===== config.mk =====
export PLATFORM = sky130hd
export DESIGN_NAME = memory_arbiter
export DESIGN_NICKNAME = d
export VERILOG_FILES = /design/src/verilog/mem_arb_pkg.sv /design/src/verilog/memory_arbiter.sv
export SDC_FILE = /design/constraint.sdc
export NUM_CORES = 1
export LEC_CHECK = 0
export CORE_AREA = 2 2 141 143
export CTS_CLUSTER_SIZE = 30
export DETAILED_ROUTE_END_ITERATION = 16
export DIE_AREA = 0 0 143 145
export DONT_BUFFER_PORTS = 1
export PLACE_DENSITY_LB_ADDON = 0.3
export SLEW_MARGIN = 20
export SYNTH_ARGS = -nofsm -noshare
export SYNTH_HDL_FRONTEND = slang
export SYNTH_SLANG_ARGS = --single-unit

===== constraint.sdc =====
create_clock -name CLK -period 4.2 [get_ports CLK]
set_clock_uncertainty 0.15 [all_clocks]
set_input_delay 0.84 -clock CLK [delete_from_list [all_inputs] [get_ports CLK]]
set_output_delay 0.84 -clock CLK [all_outputs]
set_load 0.01 [all_outputs]

===== src/verilog/mem_arb_pkg.sv =====
package mem_arb_pkg;

  // scratchpad burst geometry
  localparam int SP_ROWS    = 4;
  localparam int ROW_STRIDE = 8;
  localparam int WORD_BYTES = 4;

  // ram timing and depth
  localparam int RAM_LATENCY = 3;
  localparam int RAM_WORDS   = 1024;

  typedef logic [31:0] word_t;
  typedef logic [31:0] addr_t;
  typedef logic [63:0] dword_t;
  typedef logic [1:0]  row_idx_t;

  // one word access
  typedef struct packed {
    addr_t addr;
    word_t wdata;
    logic  write;
  } mem_req_t;

  // one delivered scratchpad row
  typedef struct packed {
    row_idx_t idx;
    dword_t   data;
  } sp_row_t;

endpackage


===== src/verilog/memory_arbiter.sv =====
module memory_arbiter import mem_arb_pkg::*; (
  input  logic     CLK,
  input  logic     nRST,
  input  logic     sp_req,
  input  mem_req_t sp_cmd,
  output logic     sp_ack,
  output word_t    sp_rdata,
  input  logic     d_req,
  input  mem_req_t d_cmd,
  output logic     d_ack,
  output word_t    d_rdata,
  input  logic     i_req,
  input  addr_t    i_addr,
  output logic     i_ack,
  output word_t    i_rdata,
  output logic     ram_strb,
  output mem_req_t ram_cmd,
  input  logic     ram_done,
  input  word_t    ram_rdata
);

  typedef enum logic [1:0] {IDLE, ISSUE, WAIT, ACK} state_t;
  typedef enum logic [1:0] {OWN_SP, OWN_D, OWN_I} owner_t;

  state_t   state, next_state;
  owner_t   grant, next_grant;
  mem_req_t cmd_q;
  mem_req_t i_cmd;
  word_t    rdata_q;
  logic     owner_req;

  assign i_cmd.addr  = i_addr;
  assign i_cmd.wdata = '0;
  assign i_cmd.write = 1'b0;

  always_comb begin
    case (grant)
      OWN_SP:  owner_req = sp_req;
      OWN_D:   owner_req = d_req;
      default: owner_req = i_req;
    endcase
  end

  always_ff @(posedge CLK, negedge nRST) begin
    if (!nRST) begin
      state <= IDLE;
      grant <= OWN_I;
    end else begin
      state <= next_state;
      grant <= next_grant;
    end
  end

  always_comb begin
    next_state = state;
    next_grant = grant;
    case (state)
      IDLE: begin
        // fixed priority: scratchpad, data, instruction
        if (sp_req) begin
          next_grant = OWN_SP;
          next_state = ISSUE;
        end else if (d_req) begin
          next_grant = OWN_D;
          next_state = ISSUE;
        end else if (i_req) begin
          next_grant = OWN_I;
          next_state = ISSUE;
        end
      end
      ISSUE: next_state = WAIT;
      WAIT: begin
        if (ram_done) next_state = ACK;
      end
      ACK: begin
        // owner keeps the bus until it lets go of req
        if (!owner_req) next_state = IDLE;
      end
      default: next_state = IDLE;
    endcase
  end

  always_ff @(posedge CLK) begin
    if (state == IDLE) begin
      if (sp_req) cmd_q <= sp_cmd;
      else if (d_req) cmd_q <= d_cmd;
      else cmd_q <= i_cmd;
    end
    if (state == WAIT && ram_done) rdata_q <= ram_rdata;
  end

  assign ram_strb = (state == ISSUE);
  assign ram_cmd  = cmd_q;

  assign sp_ack = (state == ACK) && (grant == OWN_SP);
  assign d_ack  = (state == ACK) && (grant == OWN_D);
  assign i_ack  = (state == ACK) && (grant == OWN_I);

  // read data only meaningful while the matching ack is high
  assign sp_rdata = rdata_q;
  assign d_rdata  = rdata_q;
  assign i_rdata  = rdata_q;

endmodule


==> flow_summary.yaml <==
die:
  initial_core_util_pct: 24.46
  coreArea_um2: 19210
  floorplan.die_area_um2: 20740
  rows: 51
  ios: 365
  die_x_um: 143
  dieHeight_um: 145
routing:
  drt-total-wl_mm: 13.18
  vias: 2485
  drt_first_pass_iters: 4
  drt_iter0_drc: 131
  vias_per_cell: 4.560
  wl_per_cell_um: 24.19
  antenna_left: 0
  drc_errors: 0
synthesis:
  synthSimpleGateAreaFrac_pct: 4.128
  synthMuxAreaShare_pct: 7.057
  synth_top_cell_by_area: "edfxtp_1"
  syn_avg_cell_area_um2: 13.70
  ys_top_cells_by_area: "edfxtp_1 62%, buf_4 10%, mux2i_1 6.8%"
  synthesis.nets: 547
  synthArstFlopShare_pct: 3.960
  synth-warning-count: 0
  ys.flop_type: "edfxtp_1"
  ys_seq_elements: 101
  yosys.area_share.adder_pct: 1.065
  synth_compound_area_share_pct: 11.34
  synth_edf_count: 97
  mappedNetlistArea_um2: 4698
  yosysTopAreaCellShare_pct: 62.00
  synth_top_family_by_area: "buffers and inverters"
  synth-xor-area-share_pct: 0
  syn_inst: 343
  seq_area_frac_synth_pct: 64.15
  ys_types: 30
power:
  vdd_drop_max_v: 0.0001775
  p_per_area_nw_per_um2: 658.4
  power.leakage_nw: 1.663
timing:
  hold_viol: 0
  maxSlewViolCount: 0
  relSlewSlack_pct: 63.55
  max_freq_mhz: 411.0
  setup_viol: 0
  finalCritPeriodShare_pct: 57.93
  period_needed_ns: 2.433
  fin_tns_setup_ns: 0
  worst_pin_slew_ns: 0.5468
  rsz0062_at_grt: "false"
  hold_ws_ns: 0.1739
final_layout:
  final_cell_mix: "97 x edfxtp_1, 33 x a22o_1, 32 x mux2i_1, 32 x nand2_1, 32 x o21ai_0"
  final_core_util_pct: 25.10
  layout_commonest_cell: "edfxtp_1"
  fillers: 1982
  final_layout_size_suffix_gt1_share_pct: 8.571
  area_delta_synth_final_pct: 2.610
  final_nets: 479
  diodes: 0
  final_cells: 545
placed_design:
  portBuffers: 0
  place_inst: 528
  routabilityCongestion: 0.7318
  dp_hpwl_mm: 10.34
critical_path:
  crit_path_start_kind: "register"
  critPathArrivalTime_ns: 1.44
  reg2reg_slack_ns: 1.80
  critPathMaxFanout: 6
  crit_end: "d_ack"
  worstSetupStartpoint: "state[1]"
  r2r_cells: 5
  path_class: "reg -> out"
  crit_path_end_kind: "primary output"
  r2r-start: "state[0]"
  r2r_end: "state[1]"
  critPathRequiredTime_ns: 3.21
flow_run:
  drv_cap: 0
grt:
  antenna_found_initial: 0
  grt_usage_pct: 12.00
  grt_max_degree: 103
  grt_remaining_overflow: 0
  grt_first_pass_wirelength_mm: 17.51
  grt_pass1_vias: 2491
clock_network:
  clockBufferDepth: 2
  clockRootBuffer: "clkbuf_16"
  htree_levels: 3
  ctsResizeCount: 0
  worstSkewPairLatency_ns: 0.34
  cts.sinks: 101
  post_cts_buffers: 0
  cts_buffers: 9
  cts_tree: "yes"
  clk_pin_slew_ns: 0.08
hold_path:
  hold_class: "in -> async"
run_status:
  status: "finished clean"
-- routing by layer --
metal  GRT usage, %  routed length, um  vias up
li1               -                  -     1072
met5              0                  0        -
met1          11.06               4220     1166
met3          6.205               1634        6
met4          3.564                146        0
met2          22.49               7182      241
-- cell usage after synthesis, types with 2 or more instances --
cell,instances
edfxtp_1,97
nor2_1,2
dfrtp_1,3
clkbuf_1,13
buf_4,64
and3_1,2
nand2b_1,2
o2111a_1,2
nand2_1,32
buf_2,4
o21ai_0,32
ha_1,4
mux2i_1,32
a21oi_1,3
inv_1,3
nor3b_1,2
a22o_1,33
-- registers in the layout, indices dropped and copies added (netlist names) --
signal / cells
grant: 2
d_rdata: 32
state: 2
ram_cmd: 65
-- where the power goes --
| part | switching (mW) | leakage, nW | internal [mW] |
|---|---|---|---|
| Clock | 0.394 | 0.150 | 0.473 |
| Combinational | 0.284 | 0.549 | 0.135 |
| Sequential | 0.374 | 0.965 | 1.51 |
-- critical path, cell delays in order (launching register included) --
cell     delay, ns
dfrtp_1       0.41
ha_1          0.28
nor3b_1       0.41
-- logic make-up (layout without fill, tap and decap cells) --
logic type,after synthesis,in the layout
flip-flops,101,101
AND/OR/NAND/NOR,43,43
multiplexers,33,33
AO/OA/AOI/OAI,76,76
adder cells (fa/ha/maj),4,4
buffers and inverters,86,23
-- cell type report --
class	count	area, um^2	share of cell area, %
Sequential cell	101	3014	62.52
Multi-Input combinational cell	156	1124	23.31
Tap cell	265	331.6	6.878
Clock buffer	9	225.2	4.672
Clock inverter	7	82.58	1.713
Timing Repair Buffer	4	32.53	0.6748
Inverter	3	11.26	0.2336
-- stage by stage --
step / total power [mW] / setup WS (ns) / area [um^2]
3_3_place_gp: 2.327 / 1.859 / 4503
2_1_floorplan: 2.255 / 0.6795 / 4698
3_5_place_dp: 2.345 / 1.808 / 4503
5_1_grt: 3.332 / 1.679 / 4821
6_report: 3.174 / 1.767 / 4821
4_1_cts: 3.227 / 1.753 / 4811
-- worst min-delay path by stage --
stage,end,start,depth (start not counted),slack [ns]
after detailed placement,state[0],nRST,0,0.39
after global placement,grant[0],nRST,0,0.39
final,grant[1],nRST,0,0.17
after global routing,grant[1],nRST,0,0.14
after CTS,grant[0],nRST,0,0.008
after floorplan,grant[1],grant[1],2,0.38
-- what timing repair did --
item / 4_1_cts / 5_1_grt
hold buffers: 0 / 1
hold endpoints to repair: 0 / 3
endpoints found under the setup margin: 0 / 0
Power figures use the tool's default switching activity.
