`config.mk`:
```
export PLATFORM = sky130hd
export DESIGN_NAME = scratch_burst
export DESIGN_NICKNAME = d
export VERILOG_FILES = /design/src/verilog/mem_arb_pkg.sv /design/src/verilog/scratch_burst.sv
export SDC_FILE = /design/constraint.sdc
export NUM_CORES = 1
export LEC_CHECK = 0
export BUFFER_PORTS_ARGS = -buffer_cell sky130_fd_sc_hd__buf_2
export CORE_MARGIN = 5
export CORE_UTILIZATION = 51
export DETAILED_ROUTE_END_ITERATION = 8
export GPL_TIMING_DRIVEN = 0
export PLACE_DENSITY = 0.82
export SLEW_MARGIN = 5
export SYNTH_ARGS = -nofsm -noshare
export SYNTH_HDL_FRONTEND = slang
export SYNTH_SLANG_ARGS = --single-unit
export TNS_END_PERCENT = 5
```
`constraint.sdc`:
```
create_clock -name CLK -period 9.6 [get_ports CLK]
set_input_delay 1.44 -clock CLK [delete_from_list [all_inputs] [get_ports CLK]]
set_output_delay 1.44 -clock CLK [all_outputs]
set_load 0.03 [all_outputs]
```
`src/verilog/mem_arb_pkg.sv`:
```
package mem_arb_pkg;

  // scratchpad burst geometry
  localparam int SP_ROWS    = 4;
  localparam int ROW_STRIDE = 8;
  localparam int WORD_BYTES = 4;

  // ram timing and depth
  localparam int RAM_LATENCY = 3;
  localparam int RAM_WORDS   = 1024;

  typedef logic [31:0] word_t;
  typedef logic [31:0] addr_t;
  typedef logic [63:0] dword_t;
  typedef logic [1:0]  row_idx_t;

  // one word access
  typedef struct packed {
    addr_t addr;
    word_t wdata;
    logic  write;
  } mem_req_t;

  // one delivered scratchpad row
  typedef struct packed {
    row_idx_t idx;
    dword_t   data;
  } sp_row_t;

endpackage

```
`src/verilog/scratch_burst.sv`:
```
module scratch_burst import mem_arb_pkg::*; (
  input  logic     CLK,
  input  logic     nRST,
  input  logic     sl_req,
  input  addr_t    sl_addr,
  output logic     sl_ack,
  output logic     sl_row_valid,
  output sp_row_t  sl_row,
  input  logic     ss_req,
  input  addr_t    ss_addr,
  input  dword_t   ss_data,
  output logic     ss_ack,
  output logic     sp_req,
  output mem_req_t sp_cmd,
  input  logic     sp_ack,
  input  word_t    sp_rdata
);

  typedef enum logic [1:0] {S_IDLE, S_REQ, S_DROP, S_ACK} state_t;

  state_t   state, next_state;
  logic     is_load, next_is_load;
  row_idx_t row_q, next_row;
  logic     half_q, next_half;
  logic     valid_q;
  logic     last_row;
  addr_t    base_q;
  dword_t   data_q;
  sp_row_t  row_out;

  // store covers only row 0
  assign last_row = !is_load || (row_q == row_idx_t'(SP_ROWS - 1));

  always_ff @(posedge CLK, negedge nRST) begin
    if (!nRST) begin
      state   <= S_IDLE;
      is_load <= 1'b0;
      row_q   <= '0;
      half_q  <= 1'b0;
      valid_q <= 1'b0;
    end else begin
      state   <= next_state;
      is_load <= next_is_load;
      row_q   <= next_row;
      half_q  <= next_half;
      // high half of a load row just arrived
      valid_q <= (state == S_REQ) && sp_ack && half_q && is_load;
    end
  end

  always_comb begin
    next_state   = state;
    next_is_load = is_load;
    next_row     = row_q;
    next_half    = half_q;
    case (state)
      S_IDLE: begin
        next_row  = '0;
        next_half = 1'b0;
        if (sl_req) begin
          next_is_load = 1'b1;
          next_state   = S_REQ;
        end else if (ss_req) begin
          next_is_load = 1'b0;
          next_state   = S_REQ;
        end
      end
      S_REQ: begin
        if (sp_ack) next_state = S_DROP;
      end
      S_DROP: begin
        // wait for the arbiter to release before the next word
        if (!sp_ack) begin
          if (!half_q) begin
            next_half  = 1'b1;
            next_state = S_REQ;
          end else if (!last_row) begin
            next_half  = 1'b0;
            next_row   = row_q + 1'b1;
            next_state = S_REQ;
          end else begin
            next_state = S_ACK;
          end
        end
      end
      S_ACK: begin
        if (!(is_load ? sl_req : ss_req)) next_state = S_IDLE;
      end
      default: next_state = S_IDLE;
    endcase
  end

  always_ff @(posedge CLK) begin
    if (state == S_IDLE) begin
      base_q <= sl_req ? sl_addr : ss_addr;
      data_q <= ss_data;
    end
    if (state == S_REQ && sp_ack && is_load) begin
      if (half_q) begin
        row_out.data[63:32] <= sp_rdata;
        row_out.idx         <= row_q;
      end else begin
        row_out.data[31:0] <= sp_rdata;
      end
    end
  end

  assign sp_req        = (state == S_REQ);
  assign sp_cmd.addr   = base_q + addr_t'(row_q) * ROW_STRIDE + (half_q ? WORD_BYTES : 0);
  assign sp_cmd.wdata  = half_q ? data_q[63:32] : data_q[31:0];
  assign sp_cmd.write  = !is_load;

  assign sl_row_valid = valid_q;
  assign sl_row       = row_out;
  assign sl_ack       = (state == S_ACK) && is_load;
  assign ss_ack       = (state == S_ACK) && !is_load;

endmodule
```
==> results_dict.tcl <==
set metrics [dict create \
    status "completed" \
    grt_max_degree 35 \
    num-fill-cells 822 \
    syn_inst 369 \
    fin_crit_sh_pct 44.8 \
    drc 0 \
    fin_tns_setup_ns 0 \
    dieHeight_um 124 \
    ir_worst_vdd_v 0.000214 \
    seq_area_frac_synth_pct 75.8 \
    drt_pre_antenna_iters 4 \
    grt-ovfl-total 0 \
    yosysWarningCount 0 \
    worstSkewPairLatency_ns 0.42 \
    highest_layer "met4" \
    synthTopCellsByArea "edfxtp_1 (73%), mux2_2 (11%), xnor2_1 (3.2%)" \
    wl_per_cell_um 18.2 \
    avgViaCountPerCell 4.98 \
    fin_hold_ws_ns 0.568 \
    finalHoldViolCount 0 \
    die-area_um2 15400 \
    grt_pass1_vias 4552 \
    portBuffers 298 \
    crit_slowest_cell "a21oi_1" \
    drtAntennaViolNets 0 \
    slew_headroom_pct 39.1 \
    synth_top_area_cell "edfxtp_1" \
    cts_setup_buffers 0 \
    first_iter_violations 235 \
    num_rows 41 \
    io_pins 300 \
    worstPathCellList "ha_1, inv_1, fa_1, nand2b_1, a21oi_1, nand4_1, xnor2_1, buf_2" \
    clock_path_buffers 2 \
    pwr_density_cell_nw_per_um2 302 \
    cp_slowest_stage_delay_ns 0.59 \
    rsz0062_at_grt "no" \
    hpwl_um 12400 \
    leakagePower_nw 3.69 \
    areaGrowthSynthToFinish_pct 36.0 \
    finalSetupViolCount 0 \
    antenna_found_initial 0 \
    layout_min_cycle_time_ns 4.30 \
    cts-root-buf "clkbuf_16" \
    grt_first_pass_wirelength_um 22800 \
    cp.buffers_inverters 2 \
    crit_family "adder cells" \
    layout.core_utilization_pct 71.1 \
    fmax_ghz 0.233 \
    synth_area_um2 6650 \
    fin_skew_ns 0.00542 \
    multi_input_comb_area_um2 1530 \
    fin_nets 859 \
    worstPathMaxFanout 8 \
    cts.sinks 169 \
    cts_tree "built" \
    final_cell_mix "buf_2 (300), edfxtp_1 (162), mux2_2 (65)" \
    drt-met1-wl_um 5650 \
    htreeDepth 4 \
    synth.distinct_cells 35 \
    start_util_pct 52.3 \
    die_w_um 124 \
    cp.required_ns 8.16 \
    path_clk_slew_ns 0.06 \
    postCtsResizedCells 0 \
    coreArea_um2 12700 \
    crit_path_start_kind "register" \
    drv_cap 0 \
    seq_area_um2 5040 \
    vias 4354 \
    numCtsBuffers 17 \
    drt_wl_total_um 15900 \
    min_path_type "register to register" \
    synth_nets 539 \
    wl_met2_um 8470 \
    postCtsHoldBufs 0 \
    critPathCaptureType "output pin" \
    synth_area_per_cell_um2 18.0 \
    critPathKind "register to output pin" \
    synth-seq-cells 169 \
    grt_use_total_pct 20.4 \
    wl_met3_um 1460 \
    max_slew.worst_pin.slew_ns 0.911 \
    r2r_slack_ns 7.45 \
    final-max-slew-violation-count 0 \
    final_common_cell "buf_2" \
    drive_gt1_share_pct 58.3 \
    cp.arrival_ns 2.86 \
    place_congestion 0.824 \
    diodes 0 \
    yosysTopAreaCellShare_pct 73.2 \
]
==> sequential cells by signal, indices dropped and copies added (netlist names) <==
| register | count |
|---|---|
| base_q | 32 |
| sl_row | 66 |
| half_q | 1 |
| is_load | 1 |
| state | 2 |
| row_q | 2 |
| sl_row_valid | 1 |
| data_q | 64 |
==> metrics by stage <==
step                      worst slack (ns)  std cells  cell area [um^2]  total power, mW
after CTS                             5.26        874              9040             2.76
after global placement                2.74        839              8360             2.05
after global routing                  5.08        874              9040             2.86
final                                 5.30        874              9040             2.73
after floorplan                       4.26        369              6650             1.78
after detailed placement              5.73        842              8450             2.09
==> synth_stat cells <==
cell	count
nand3_1	15
a21o_1	2
nand4_1	8
xnor2_1	24
inv_2	1
nand2_1	9
buf_6	1
a22o_1	2
nand2b_1	2
a21bo_2	1
o31ai_1	1
edfxtp_1	162
mux2_2	65
nor2_1	13
nor4_1	1
inv_1	6
dfrtp_1	7
clkbuf_1	7
xor2_1	5
mux2i_1	1
buf_4	2
and3_1	6
or4_4	1
nor3_1	2
a2111o_1	1
buf_2	2
ha_1	4
fa_1	1
o21ai_0	1
a21oi_1	6
mux2_4	1
and2_1	1
nor2b_1	1
and4_1	4
buf_1	3
==> cell families (layout without fill, tap and decap cells) <==
kind of cell / count (synthesis) / count (layout) / synth area share [%]
flip-flops: 169 / 169 / 75.8
AO/OA/AOI/OAI: 14 / 14 / 1.45
adder cells (fa/ha/maj): 5 / 5 / 1.05
multiplexers: 67 / 67 / 11.4
buffers and inverters: 22 / 355 / 1.51
XOR/XNOR: 29 / 29 / 3.82
AND/OR/NAND/NOR: 63 / 63 / 5.00
==> power by group <==
part	leakage (nW)	internal, mW	switching [mW]
clock	0.288	0.388	0.282
combinational	1.81	0.316	0.644
sequential	1.59	1.03	0.0710
total	3.69	1.74	0.996
==> final timing paths <==
path	start	to	cells past startpoint
worst max register to register	state[1]	sl_row[53]	4
max in group asynchronous	nRST	half_q	1
worst max-delay path	half_q	sp_cmd[59]	8
min in group asynchronous	nRST	row_q[1]	1
worst min-delay path	row_q[1]	sl_row[65]	0
worst min register to register	row_q[1]	sl_row[65]	0
==> cell type report <==
class	instances	area share, %
clock inverter	15	1.80
timing repair buffer	301	17.3
buffer	15	0.816
tap	172	2.38
sequential	169	55.7
multi-input combinational	178	17.0
clock buffer	17	4.70
inverter	7	0.291
==> routing by layer <==
metal / up-vias / GRT usage [%]
met5: - / 0
met4: 0 / 9.31
met3: 21 / 5.18
met2: 232 / 37.5
met1: 2046 / 22.0
li1: 2055 / -
==> worst register-to-register path, stage by stage, from the launching register on <==
cell and delay, ns:
dfrtp_1 0.36, clkbuf_1 0.23, nor2b_1 0.20, nand3_1 0.23, nor2_4 0.76
No activity file was read; power rests on OpenSTA's default activity.
